$ cat config.mk
export PLATFORM = sky130hd
export DESIGN_NAME = v30_execution_unit
export DESIGN_NICKNAME = d
export VERILOG_FILES = /design/src/v30_pkg.sv /design/src/register_file.sv /design/src/instruction_fetch.sv /design/src/opcode_decoder.sv /design/src/effective_address.sv /design/src/mov_executor.sv /design/src/v30_execution_unit.sv
export VERILOG_INCLUDE_DIRS = /design/src
export SDC_FILE = /design/constraint.sdc
export NUM_CORES = 1
export LEC_CHECK = 0
export BUFFER_PORTS_ARGS = -buffer_cell sky130_fd_sc_hd__buf_4
export CAP_MARGIN = 10
export CORE_UTILIZATION = 24
export DETAILED_ROUTE_END_ITERATION = 8
export GPL_TIMING_DRIVEN = 0
export PLACE_DENSITY = 0.42
export SLEW_MARGIN = 40
export SYNTH_ARGS = -nofsm -noshare
export SYNTH_HDL_FRONTEND = slang
export SYNTH_SLANG_ARGS = --single-unit
$ cat constraint.sdc
create_clock -name clk -period 23.4 [get_ports clk]
set_clock_uncertainty 0.15 [all_clocks]
set_input_delay 0 -clock clk [delete_from_list [all_inputs] [get_ports clk]]
set_output_delay 0 -clock clk [all_outputs]
set_load 0.05 [all_outputs]
$ cat src/v30_settings.svh
/*
 * widths and counts shared by the execution unit front end
 * data, fetch byte, physical address and register count
 */
`ifndef V30_SETTINGS_SVH
`define V30_SETTINGS_SVH

// register and data path width
`define V30_WORD_W 16

// prefetch queue delivers one byte per handshake
`define V30_BYTE_W 8

// physical address, segment * 16 + offset
`define V30_ADDR_W 20

// aw cw dw bw sp bp ix iy
`define V30_NUM_REGS 8

`endif

$ cat src/v30_pkg.sv
/*
 * shared types of the execution unit
 * register ids, move endpoints, the move micro-op and bus commands
 */
package v30_pkg;

    // modrm style register number
    // word: aw cw dw bw sp bp ix iy
    // byte: al cl dl bl ah ch dh bh, bit 2 picks the high half of regs 0-3
    typedef logic [2:0] reg_id_t;

    // where a move takes its data from or puts it to
    typedef enum logic [2:0]
    {
        LOC_NONE  = 3'd0,
        // modrm reg field
        LOC_REG   = 3'd1,
        // modrm r/m field, register or memory
        LOC_RM    = 3'd2,
        // register in opcode bits 2:0
        LOC_OPREG = 3'd3,
        // immediate bytes, never a destination
        LOC_IMM   = 3'd4
    } mov_loc_t;

    // every supported instruction is one of these
    typedef struct packed
    {
        mov_loc_t src;
        mov_loc_t dst;
        // 1 = 16-bit move
        logic     word;
    } micro_op_t;

    // memory bus command
    typedef enum logic [1:0]
    {
        BUS_IDLE  = 2'd0,
        BUS_READ  = 2'd1,
        BUS_WRITE = 2'd2
    } bus_cmd_t;

endpackage

$ cat src/register_file.sv
/*
 * general register file, eight 16-bit registers
 * byte-lane writes, one source read port and the address base ports
 */
`timescale 1ns/1ps
`include "v30_settings.svh"

module register_file
(
    input  logic                   clk,
    input  logic                   reset,
    input  logic                   we,
    input  v30_pkg::reg_id_t       write_id,
    input  logic                   write_word,
    input  logic [`V30_WORD_W-1:0] write_data,
    input  v30_pkg::reg_id_t       src_id,
    input  logic                   src_word,
    output logic [`V30_WORD_W-1:0] src_data,
    output logic [`V30_WORD_W-1:0] base_bw,
    output logic [`V30_WORD_W-1:0] base_bp,
    output logic [`V30_WORD_W-1:0] index_ix,
    output logic [`V30_WORD_W-1:0] index_iy
);

    logic [`V30_WORD_W-1:0] regs [0:`V30_NUM_REGS-1];
    logic [`V30_WORD_W-1:0] src_half;

    // byte ids 4-7 are the high halves of registers 0-3
    always_ff @(posedge clk)
    begin
        if (reset)
        begin
            for (int i = 0; i < `V30_NUM_REGS; i++)
                regs[i] <= '0;
        end
        else if (we)
        begin
            if (write_word)
                regs[write_id] <= write_data;
            else if (write_id[2])
                regs[{1'b0, write_id[1:0]}][15:8] <= write_data[7:0];
            else
                regs[{1'b0, write_id[1:0]}][7:0] <= write_data[7:0];
        end
    end

    // containing word of a byte register
    assign src_half = regs[{1'b0, src_id[1:0]}];

    // byte reads come back zero-extended
    assign src_data = src_word  ? regs[src_id] :
                      src_id[2] ? {8'h00, src_half[15:8]} :
                                  {8'h00, src_half[7:0]};

    // fixed ports for the address adder
    assign base_bw  = regs[3];
    assign base_bp  = regs[5];
    assign index_ix = regs[6];
    assign index_iy = regs[7];

endmodule

$ cat src/instruction_fetch.sv
/*
 * instruction byte fetch over the prefetch req/ack link
 * opcode, modrm, displacement and immediate field registers
 */
`timescale 1ns/1ps
`include "v30_settings.svh"

module instruction_fetch
(
    input  logic                   clk,
    input  logic                   reset,
    output logic                   fetch_req,
    input  logic                   fetch_ack,
    input  logic [`V30_BYTE_W-1:0] fetch_data,
    input  logic                   need_modrm,
    input  logic                   need_disp,
    input  logic                   disp_word,
    input  logic                   need_imm,
    input  logic                   imm_word,
    input  logic                   instruction_done,
    output logic [7:0]             opcode,
    output logic [7:0]             modrm,
    output logic [`V30_WORD_W-1:0] disp,
    output logic [`V30_WORD_W-1:0] imm,
    output logic                   exec_start
);

    typedef enum logic [2:0]
    {
        S_OPCODE,
        S_MODRM,
        S_DISP_LO,
        S_DISP_HI,
        S_IMM_LO,
        S_IMM_HI,
        S_EXEC
    } fetch_state_t;

    fetch_state_t state;
    fetch_state_t next_state;
    logic [7:0]   opcode_q;
    logic [7:0]   modrm_q;
    logic         byte_taken;

    // the decoder sees the byte while it is on the link, so the step after
    // it is known in the capture cycle
    assign opcode = (state == S_OPCODE) ? fetch_data : opcode_q;
    assign modrm  = (state == S_MODRM)  ? fetch_data : modrm_q;

    // req only rises in a fetch step, so ack with req is a byte
    assign byte_taken = fetch_req && fetch_ack;

    always_comb
    begin
        case (state)
            S_OPCODE:  next_state = need_modrm ? S_MODRM : (need_imm ? S_IMM_LO : S_EXEC);
            S_MODRM:   next_state = need_disp ? S_DISP_LO : (need_imm ? S_IMM_LO : S_EXEC);
            S_DISP_LO: next_state = disp_word ? S_DISP_HI : (need_imm ? S_IMM_LO : S_EXEC);
            S_DISP_HI: next_state = need_imm ? S_IMM_LO : S_EXEC;
            S_IMM_LO:  next_state = imm_word ? S_IMM_HI : S_EXEC;
            default:   next_state = S_EXEC;
        endcase
    end

    always_ff @(posedge clk)
    begin
        if (reset)
        begin
            state      <= S_OPCODE;
            fetch_req  <= 1'b0;
            exec_start <= 1'b0;
        end
        else
        begin
            exec_start <= 1'b0;
            if (byte_taken)
            begin
                // drop req, the queue then drops ack
                fetch_req  <= 1'b0;
                state      <= next_state;
                exec_start <= (next_state == S_EXEC);
            end
            else if (state == S_EXEC)
            begin
                // hold until the move has finished
                if (instruction_done)
                    state <= S_OPCODE;
            end
            else if (!fetch_req && !fetch_ack)
            begin
                // ack of the last byte must be low first
                fetch_req <= 1'b1;
            end
        end
    end

    // field registers
    always_ff @(posedge clk)
    begin
        if (byte_taken)
        begin
            case (state)
                S_OPCODE:  opcode_q   <= fetch_data;
                S_MODRM:   modrm_q    <= fetch_data;
                // 8-bit displacement is signed
                S_DISP_LO: disp       <= {{8{fetch_data[7]}}, fetch_data};
                S_DISP_HI: disp[15:8] <= fetch_data;
                // 8-bit immediate is zero-extended
                S_IMM_LO:  imm        <= {8'h00, fetch_data};
                S_IMM_HI:  imm[15:8]  <= fetch_data;
                default:   ;
            endcase
        end
    end

endmodule

$ cat src/opcode_decoder.sv
/*
 * opcode and modrm translation for the mov group
 * instruction length needs and the move micro-op
 */
`timescale 1ns/1ps

module opcode_decoder
(
    input  logic                [7:0] opcode,
    input  logic                [7:0] modrm,
    output logic                      need_modrm,
    output logic                      need_disp,
    output logic                      disp_word,
    output logic                      need_imm,
    output logic                      imm_word,
    output v30_pkg::micro_op_t        micro_op
);

    logic [1:0] mode;
    logic       direct;

    assign mode = modrm[7:6];

    // mod 0 rm 6 is a bare 16-bit address
    assign direct = (mode == 2'b00) && (modrm[2:0] == 3'd6);

    always_comb
    begin
        need_modrm    = 1'b0;
        need_imm      = 1'b0;
        imm_word      = 1'b0;
        micro_op.src  = v30_pkg::LOC_NONE;
        micro_op.dst  = v30_pkg::LOC_NONE;
        micro_op.word = 1'b0;

        if (opcode[7:2] == 6'b100010)
        begin
            // 88-8b, bit 1 is the direction, bit 0 the width
            need_modrm    = 1'b1;
            micro_op.word = opcode[0];
            if (opcode[1])
            begin
                micro_op.src = v30_pkg::LOC_RM;
                micro_op.dst = v30_pkg::LOC_REG;
            end
            else
            begin
                micro_op.src = v30_pkg::LOC_REG;
                micro_op.dst = v30_pkg::LOC_RM;
            end
        end
        else if (opcode[7:4] == 4'hb)
        begin
            // b0-bf, register in bits 2:0, width in bit 3
            need_imm      = 1'b1;
            imm_word      = opcode[3];
            micro_op.src  = v30_pkg::LOC_IMM;
            micro_op.dst  = v30_pkg::LOC_OPREG;
            micro_op.word = opcode[3];
        end
        // anything else runs as a one-byte no-op
    end

    // mod 1 takes one byte, mod 2 and the direct form take two
    assign need_disp = need_modrm && ((mode == 2'b01) || (mode == 2'b10) || direct);
    assign disp_word = (mode == 2'b10) || direct;

endmodule

$ cat src/effective_address.sv
/*
 * modrm addressing modes and physical address
 * base/index sum, displacement, ds/ss segment choice
 */
`timescale 1ns/1ps
`include "v30_settings.svh"

module effective_address
(
    input  logic [7:0]             modrm,
    input  logic [`V30_WORD_W-1:0] disp,
    input  logic [`V30_WORD_W-1:0] base_bw,
    input  logic [`V30_WORD_W-1:0] base_bp,
    input  logic [`V30_WORD_W-1:0] index_ix,
    input  logic [`V30_WORD_W-1:0] index_iy,
    input  logic [`V30_WORD_W-1:0] ds,
    input  logic [`V30_WORD_W-1:0] ss,
    output logic [`V30_ADDR_W-1:0] phys_addr,
    output logic                   mem_operand
);

    logic [1:0]             mode;
    logic [2:0]             rm;
    logic                   direct;
    logic [`V30_WORD_W-1:0] base_sum;
    logic [`V30_WORD_W-1:0] offset;
    logic [`V30_WORD_W-1:0] segment;

    assign mode   = modrm[7:6];
    assign rm     = modrm[2:0];
    assign direct = (mode == 2'b00) && (rm == 3'd6);

    // register part of the address, sums wrap at 16 bits
    always_comb
    begin
        case (rm)
            3'd0:    base_sum = base_bw + index_ix;
            3'd1:    base_sum = base_bw + index_iy;
            3'd2:    base_sum = base_bp + index_ix;
            3'd3:    base_sum = base_bp + index_iy;
            3'd4:    base_sum = index_ix;
            3'd5:    base_sum = index_iy;
            3'd6:    base_sum = base_bp;
            default: base_sum = base_bw;
        endcase
    end

    // disp is already sign-extended by the fetch unit
    assign offset = direct ? disp :
                    ((mode == 2'b01) || (mode == 2'b10)) ? base_sum + disp : base_sum;

    // bp based forms go through ss
    assign segment = ((rm == 3'd2) || (rm == 3'd3) || ((rm == 3'd6) && !direct)) ? ss : ds;

    // carry out of bit 19 is dropped
    assign phys_addr = {segment, 4'h0} + {4'h0, offset};

    assign mem_operand = (mode != 2'b11);

endmodule

$ cat src/mov_executor.sv
/*
 * move execution
 * register file access, memory command/done bus, completion pulse
 */
`timescale 1ns/1ps
`include "v30_settings.svh"

module mov_executor
(
    input  logic                   clk,
    input  logic                   reset,
    input  logic                   exec_start,
    input  v30_pkg::micro_op_t     micro_op,
    input  logic [7:0]             opcode,
    input  logic [7:0]             modrm,
    input  logic [`V30_WORD_W-1:0] imm,
    input  logic                   mem_operand,
    input  logic [`V30_ADDR_W-1:0] phys_addr,
    input  logic [`V30_WORD_W-1:0] src_data,
    output v30_pkg::reg_id_t       src_id,
    output logic                   src_word,
    output logic                   we,
    output v30_pkg::reg_id_t       write_id,
    output logic                   write_word,
    output logic [`V30_WORD_W-1:0] write_data,
    output v30_pkg::bus_cmd_t      bus_command,
    output logic [`V30_ADDR_W-1:0] bus_address,
    output logic                   bus_word,
    output logic [`V30_WORD_W-1:0] data_out,
    input  logic [`V30_WORD_W-1:0] data_in,
    input  logic                   bus_command_done,
    output logic                   instruction_done
);

    logic                   src_is_mem;
    logic                   dst_is_mem;
    logic                   dst_is_reg;
    logic                   bus_busy;
    logic [`V30_WORD_W-1:0] move_data;

    // endpoint to register number
    function automatic v30_pkg::reg_id_t loc_to_id(input v30_pkg::mov_loc_t loc,
                                                    input logic [7:0] op,
                                                    input logic [7:0] mrm);
        case (loc)
            v30_pkg::LOC_REG:   return mrm[5:3];
            v30_pkg::LOC_RM:    return mrm[2:0];
            v30_pkg::LOC_OPREG: return op[2:0];
            default:            return 3'd0;
        endcase
    endfunction

    // r/m is memory unless mod is 3
    assign src_is_mem = (micro_op.src == v30_pkg::LOC_RM) && mem_operand;
    assign dst_is_mem = (micro_op.dst == v30_pkg::LOC_RM) && mem_operand;
    assign dst_is_reg = (micro_op.dst != v30_pkg::LOC_NONE) && !dst_is_mem;

    // a bus cycle is open while the command is not idle
    assign bus_busy = (bus_command != v30_pkg::BUS_IDLE);

    // opcode and modrm stay put until instruction_done, so ids need no latch
    assign src_id     = loc_to_id(micro_op.src, opcode, modrm);
    assign src_word   = micro_op.word;
    assign write_id   = loc_to_id(micro_op.dst, opcode, modrm);
    assign write_word = micro_op.word;

    // byte moves only use bits 7:0 downstream
    assign move_data  = (micro_op.src == v30_pkg::LOC_IMM) ? imm : src_data;
    assign write_data = (bus_command == v30_pkg::BUS_READ) ? data_in : move_data;

    // register or immediate source writes in the start cycle
    // memory source writes in the done cycle of the read
    assign we = (exec_start && !bus_busy && dst_is_reg && !src_is_mem)
             || ((bus_command == v30_pkg::BUS_READ) && bus_command_done);

    always_ff @(posedge clk)
    begin
        if (reset)
        begin
            bus_command      <= v30_pkg::BUS_IDLE;
            instruction_done <= 1'b0;
        end
        else
        begin
            instruction_done <= 1'b0;
            if (bus_busy)
            begin
                // command held until done is seen
                if (bus_command_done)
                begin
                    bus_command      <= v30_pkg::BUS_IDLE;
                    instruction_done <= 1'b1;
                end
            end
            else if (exec_start)
            begin
                if (src_is_mem)
                    bus_command <= v30_pkg::BUS_READ;
                else if (dst_is_mem)
                    bus_command <= v30_pkg::BUS_WRITE;
                else
                    // register moves and no-ops
                    instruction_done <= 1'b1;
            end
        end
    end

    // address, width and store data captured with the command
    always_ff @(posedge clk)
    begin
        if (exec_start && !bus_busy)
        begin
            bus_address <= phys_addr;
            bus_word    <= micro_op.word;
            data_out    <= move_data;
        end
    end

endmodule

$ cat src/v30_execution_unit.sv
/*
 * execution unit front end top level
 * fetch, decode, address and move blocks around the register file
 */
`timescale 1ns/1ps
`include "v30_settings.svh"

module v30_execution_unit
(
    input  logic                   clk,
    input  logic                   reset,
    // prefetch queue link
    output logic                   fetch_req,
    input  logic                   fetch_ack,
    input  logic [`V30_BYTE_W-1:0] fetch_data,
    // memory bus
    output v30_pkg::bus_cmd_t      bus_command,
    output logic [`V30_ADDR_W-1:0] bus_address,
    output logic                   bus_word,
    output logic [`V30_WORD_W-1:0] data_out,
    input  logic [`V30_WORD_W-1:0] data_in,
    input  logic                   bus_command_done,
    // segments, static for now
    input  logic [`V30_WORD_W-1:0] ds,
    input  logic [`V30_WORD_W-1:0] ss,
    output logic                   instruction_done
);

    logic                   need_modrm;
    logic                   need_disp;
    logic                   disp_word;
    logic                   need_imm;
    logic                   imm_word;
    logic [7:0]             opcode;
    logic [7:0]             modrm;
    logic [`V30_WORD_W-1:0] disp;
    logic [`V30_WORD_W-1:0] imm;
    logic                   exec_start;
    v30_pkg::micro_op_t     micro_op;
    logic [`V30_ADDR_W-1:0] phys_addr;
    logic                   mem_operand;
    logic [`V30_WORD_W-1:0] base_bw;
    logic [`V30_WORD_W-1:0] base_bp;
    logic [`V30_WORD_W-1:0] index_ix;
    logic [`V30_WORD_W-1:0] index_iy;
    v30_pkg::reg_id_t       src_id;
    logic                   src_word;
    logic [`V30_WORD_W-1:0] src_data;
    logic                   we;
    v30_pkg::reg_id_t       write_id;
    logic                   write_word;
    logic [`V30_WORD_W-1:0] write_data;

    instruction_fetch u_instruction_fetch
    (
        .clk(clk), .reset(reset),
        .fetch_req(fetch_req), .fetch_ack(fetch_ack), .fetch_data(fetch_data),
        .need_modrm(need_modrm), .need_disp(need_disp), .disp_word(disp_word),
        .need_imm(need_imm), .imm_word(imm_word),
        .instruction_done(instruction_done),
        .opcode(opcode), .modrm(modrm), .disp(disp), .imm(imm),
        .exec_start(exec_start)
    );

    opcode_decoder u_opcode_decoder
    (
        .opcode(opcode), .modrm(modrm),
        .need_modrm(need_modrm), .need_disp(need_disp), .disp_word(disp_word),
        .need_imm(need_imm), .imm_word(imm_word),
        .micro_op(micro_op)
    );

    effective_address u_effective_address
    (
        .modrm(modrm), .disp(disp),
        .base_bw(base_bw), .base_bp(base_bp), .index_ix(index_ix), .index_iy(index_iy),
        .ds(ds), .ss(ss),
        .phys_addr(phys_addr), .mem_operand(mem_operand)
    );

    register_file u_register_file
    (
        .clk(clk), .reset(reset),
        .we(we), .write_id(write_id), .write_word(write_word), .write_data(write_data),
        .src_id(src_id), .src_word(src_word), .src_data(src_data),
        .base_bw(base_bw), .base_bp(base_bp), .index_ix(index_ix), .index_iy(index_iy)
    );

    mov_executor u_mov_executor
    (
        .clk(clk), .reset(reset),
        .exec_start(exec_start), .micro_op(micro_op),
        .opcode(opcode), .modrm(modrm), .imm(imm),
        .mem_operand(mem_operand), .phys_addr(phys_addr),
        .src_data(src_data), .src_id(src_id), .src_word(src_word),
        .we(we), .write_id(write_id), .write_word(write_word), .write_data(write_data),
        .bus_command(bus_command), .bus_address(bus_address), .bus_word(bus_word),
        .data_out(data_out), .data_in(data_in), .bus_command_done(bus_command_done),
        .instruction_done(instruction_done)
    );

endmodule

Word-level counts from Yosys, hierarchy flattened
Memory sizes are Yosys's and may differ from the RTL's.
Cells that the tools add are included.
{"block": "word_totals", "n_memories": 1, "romBits": 0, "ff_bits": 93, "in_bits": 60, "out_inout_bits": 41, "latchBits": 0, "mem_bits_rw": 128, "elab_cells": 159}
{"name": "u_register_file.regs", "depth": 8, "word_bits": 16, "read_ports": 6, "rd_clocked_by_memory_dff": 0, "wr": 8, "line_no": "register_file.sv:25", "source": "logic [`V30_WORD_W-1:0] regs [0:`V30_NUM_REGS-1];"}
{"block": "classes", "n_mul": 0, "bitwise": 2, "eq_ne": 27, "n_lt_le_gt_ge": 0, "div_mod_pow": 0, "n_mux": 63, "shifts": 0, "add_sub_neg": 6, "reduce_logical": 46}
{"op": "16-bit 2-to-1 mux", "n": 8}
{"op": "16-bit case mux with 7 select lines", "n": 1}
{"op": "16-bit adder", "n": 5}
{"op": "8-bit case mux with 2 select lines", "n": 2}
{"op": "16-bit OR reduction", "n": 2}
{"op": "1-bit 2-to-1 mux", "n": 27}
{"op": "3-bit by 2-bit equality test with 1-bit output, second input constant", "n": 8}
{"op": "3-bit equality test, second input constant", "n": 8}
{"op": "3-bit 2-to-1 mux", "n": 8}
{"op": "8-bit 2-to-1 mux", "n": 3}
{"op": "20-bit by 16-bit adder with 20-bit output", "n": 1}
{"op": "3-bit case mux with 3 select lines", "n": 2}
{"op": "2-bit 2-to-1 mux", "n": 8}
{"op": "3-bit case mux with 5 select lines", "n": 1}
{"op": "7-bit 2-to-1 mux", "n": 2}
{"op": "3-bit by 1-bit equality test with 1-bit output, second input constant", "n": 4}
{"op": "1-bit logical AND", "n": 12}
{"op": "2-bit AND reduction", "n": 6}
{"op": "2-bit nonzero test", "n": 6}
{"op": "6-bit equality test, second input constant", "n": 1}
{"op": "1-bit logical NOT", "n": 6}
{"op": "3-bit logical NOT", "n": 2}
{"op": "1-bit logical OR", "n": 6}
{"op": "3-bit nonzero test", "n": 2}
{"op": "other kinds (9)", "n": 13}

Depth between registers and ports, before layout
{"block": "logic_depth", "word_depth": 18, "ltp_mapped": 36}

Modules after synthesis
A second synthesis with hierarchy kept.
{"block": "unflattened", "cells_unflattened": 1286, "hier_area_um2": 14747.9}
{"module": "register_file", "n_inst": 1, "area_per_inst_um2": 6109.6, "seq_area_each_um2": 3843.7, "cells_per_inst": 436}
{"module": "effective_address", "n_inst": 1, "area_per_inst_um2": 4404.2, "seq_area_each_um2": 0.0, "cells_per_inst": 571}
{"module": "instruction_fetch", "n_inst": 1, "area_per_inst_um2": 2133.3, "seq_area_each_um2": 1541.5, "cells_per_inst": 140}
{"module": "mov_executor", "n_inst": 1, "area_per_inst_um2": 1924.3, "seq_area_each_um2": 1171.1, "cells_per_inst": 116}
{"module": "opcode_decoder", "n_inst": 1, "area_per_inst_um2": 176.4, "seq_area_each_um2": 0.0, "cells_per_inst": 23}

Worst setup path before layout
OpenSTA, ideal clock, no wires.
{"block": "synth_path", "path_type": "register to register", "from": "register u_instruction_fetch.state[1]", "to": "register u_mov_executor.bus_address[17] (data pin)", "synth_period_minus_slack_ns": 7.624, "t_arrival_ns": 7.201, "required_time_ns": 22.977, "slack_ns": 15.776, "stages_incl_launch_ff": 31, "n_path_buf": 3, "cell_sequence": "dfxtp_1 > clkbuf_1 > nor3b_1 > buf_1 > o31ai_1 > clkbuf_1 > mux2_2 > ha_1 > fa_1 > a21o_1 > a21o_1 > a21oi_1 > o221ai_1 > a2111oi_0 > nor2_1 > xor2_1 > a221oi_1 > nor2_1 > ha_1 > a21o_1 > a41o_1 > xnor2_1 > o31ai_1 > a21o_1 > ha_1 > or3_1 > a211o_1 > a31oi_1 > nor2b_1 > xnor2_1 > mux2i_1"}
{"block": "synth_via", "elab_chain_cells": 9, "word_cells_on_any_way": 24, "classes_between": "add/sub (2); eq/ne (9); mux (5); reduce/logical (8)"}
{"item": "start, declared", "line_no": "instruction_fetch.sv:39", "source": "fetch_state_t state;"}
{"item": "start signal, assigned", "line_no": "instruction_fetch.sv:80", "source": "state <= next_state;"}
{"item": "3-bit by 1-bit equality test with 1-bit output (*)", "line_no": "instruction_fetch.sv:48", "source": "assign modrm = (state == S_MODRM) ? fetch_data : modrm_q;"}
{"item": "8-bit 2-to-1 mux (*)", "line_no": "instruction_fetch.sv:48"}
{"item": "parallel branches: the longest is 6 deep, another holds 16-bit adder"}
{"item": "20-bit by 16-bit adder with 20-bit output (*)", "line_no": "effective_address.sv:56", "source": "assign phys_addr = {segment, 4'h0} + {4'h0, offset};"}
{"item": "named net phys_addr[17]", "line_no": "v30_execution_unit.sv:40", "source": "logic [`V30_ADDR_W-1:0] phys_addr;"}
{"item": "end signal, assigned", "line_no": "mov_executor.sv:113", "source": "bus_address <= phys_addr;"}
{"item": "end, declared", "line_no": "mov_executor.sv:27", "source": "output logic [`V30_ADDR_W-1:0] bus_address,"}
Mark *: on every way through the listed nets, which the timed path passes.
A chain may end at the register's enable or synchronous reset.

Worst setup path in the final report
{"block": "layout_path", "from": "register u_instruction_fetch.state[0]", "to": "register u_mov_executor.bus_address[17] (data pin)"}
The elaborated chain is that of the path after synthesis.

==> results_dict.tcl <==
set metrics [dict create \
    io_buffers 100 \
    finalSetupViolCount 0 \
    drt_iter0_drc 886 \
    p_leak_nw 6.925 \
    ys_seq_area_share_pct 45.33 \
    drive_above_1_share_pct 15.24 \
    worst_pin_slew_ps 849.2 \
    syn_inst 1457 \
    grt_pass1_vias 11830 \
    post_cts_resized 0 \
    max-cap-violations 0 \
    hold_class "primary input to register" \
    cts.sinks 221 \
    synth_edf_count 213 \
    grt-ovfl-total 0 \
    final_core_util_pct 30.21 \
    hpwl_mm 39.56 \
    power_w 0.001065 \
    numCtsBuffers 28 \
    antenna_found_initial 0 \
    maxSlewViolCount 0 \
    path_delay_family "compound AO/OA/AOI/OAI gates" \
    critPathBufInv 5 \
    vias_per_cell 4.857 \
    hold_ws_ps 94.14 \
    fin_cells 2453 \
    io_pins 101 \
    core_sq_um 59240 \
    grt_use_total_pct 16.45 \
    ys.flop_type "edfxtp_1" \
    placedCellCount 2331 \
    hold_viol_final 0 \
    crit_path_max_fanout 10 \
    max_freq_mhz 97.22 \
    required_ps 23550 \
    insertion_delay_ps 600 \
    vdd_ir_drop_max_mv 0.05894 \
    routed_wirelength_mm 50.69 \
    final_nets 1783 \
    cp_slowest_cell "nor2_1" \
    setup_tns_ps 0 \
    status "completed" \
    ant_nets 0 \
    ctsHtreeMaxLevel 1 \
    wire_per_inst_um 20.66 \
    die_w_um 247.5 \
    clkTransAtPathRegs_ps 60 \
    grt_pass1_wl_mm 75.87 \
    dr.pass1.iters 7 \
    path_class "register to register" \
    async_flop_share_pct 0 \
    final_common_cell "edfxtp_1" \
    rsz0062_at_grt "false" \
    postSynthAreaPerCell_sq_um 9.927 \
    synth_area_sq_um 14460 \
    cts_tree "done" \
    synth_cell_types 78 \
    drc 0 \
    start_kind "register" \
    synth_fp_nets 1582 \
    die_y_um 247.5 \
    yosys_warnings 0 \
    timing.slew.headroom_pct 42.95 \
    rows 89 \
    r2r_slack_ps 13110 \
    crit_path_end_kind "register" \
    post_cts_buffers 0 \
    cts-root-buf "clkbuf_16" \
    grt_max_degree 22 \
    min_period_over_period_pct 43.96 \
    arrival_ps 10440 \
    power_density_nw_per_um2 59.51 \
    syn_to_final_growth_pct 23.72 \
    mostFrequentLayoutCells "edfxtp_1 (213), nand2_1 (200), nor2_1 (174), buf_4 (101), o21ai_0 (72)" \
    start_util_pct 24.41 \
    ys_seq_elements 221 \
    fin_crit_ps 10290 \
    n_antenna_cell 0 \
    vias 11910 \
    slowest_delay_ps 660 \
    clockBufferDepth 3 \
    dieArea_sq_um 61250 \
    routabilityCongestion 0.8700 \
    final.fill_count 6258 \
    ctsHoldBuffers 70 \
]
[cells by family after synthesis]
logic type	Yosys count	share of synthesized area [%]
simple gates	545	17.10
compound gates	346	16.50
mux	118	8.798
fa+ha+maj	65	5.830
buf+inv	109	3.235
flops	221	45.33
xor+xnor	53	3.209
[report_power, final]
group | switching, W | leakage (nW) | internal, W
combinational | 0.0000998 | 4.32 | 0.0000733
sequential | 0.00000899 | 2.14 | 0.000448
clock | 0.000181 | 0.463 | 0.000254
total | 0.000290 | 6.93 | 0.000775
[state kept, by name (all words and copies together) (netlist names), 2 cells and up]
name	cells
u_instruction_fetch.disp	16
u_instruction_fetch.imm	16
u_instruction_fetch.modrm_q	8
u_instruction_fetch.opcode_q	8
u_instruction_fetch.state	3
u_mov_executor.bus_address	20
u_mov_executor.bus_command	2
u_mov_executor.data_out	16
u_register_file.regs	128
[worst paths after layout]
check | from | to | cells past startpoint
hold reg to reg | u_instruction_fetch.fetch_req$_SDFFE_PP0P_ | u_instruction_fetch.fetch_req$_SDFFE_PP0P_ | 2
setup reg to reg | u_instruction_fetch.state[0]$_SDFFE_PP0P_ | u_mov_executor.bus_address[17]$_DFFE_PP_ | 35
hold / removal | fetch_data[6] | u_instruction_fetch.imm[6]$_DFFE_PP_ | 2
setup / recovery | u_instruction_fetch.state[0]$_SDFFE_PP0P_ | u_mov_executor.bus_address[17]$_DFFE_PP_ | 35
[Yosys cell counts (34+ instances only)]
cell	n	area share (%)
nor2_1	175	4.5
edfxtp_1	213	44
nor2b_1	41	1.8
a21o_1	34	1.8
nand2_1	200	5.2
mux2i_1	69	4.8
ha_1	61	5.3
mux2_2	44	3.4
clkbuf_1	41	1.1
inv_1	43	1.1
o21ai_0	72	2.5
xnor2_1	37	2.2
a21oi_1	71	2.5
[worst register-to-register path, delay by kind of cell (launching register included)]
| kind | cells | cell delay (ps) |
|---|---|---|
| buf+inv | 5 | 2190 |
| compound gates | 14 | 2880 |
| xor+xnor | 3 | 450 |
| flops | 1 | 300 |
| simple gates | 7 | 2330 |
| fa+ha+maj | 4 | 1230 |
| mux | 2 | 490 |
[layout make-up]
class | count | area (sq um) | area share (%)
clock buffers | 33 | 760.7 | 4.251
well taps | 773 | 967.2 | 5.405
plain buffers | 65 | 302.8 | 1.692
clock inverters | 19 | 166.4 | 0.9299
inverters | 44 | 167.7 | 0.9369
multi-input cells | 1127 | 7502 | 41.92
repair buffers | 171 | 1471 | 8.223
flip-flops and latches | 221 | 6556 | 36.64
[stage by stage]
step | setup slack [ps] | instance area [sq um]
final | 13110 | 17890
after global routing | 12370 | 17890
after CTS | 13160 | 17870
after detailed placement | 14260 | 16250
after global placement | 14150 | 16180
after floorplan | 15780 | 14460
[routing by layer]
layer	track usage, %	vias to the layer above	wire, um
li1	-	5777	-
met1	22.15	5741	23730
met2	27.76	316	23450
met3	1.741	80	1933
met4	4.619	0	1573
met5	0	-	0
No activity file was read; power rests on OpenSTA's default activity.
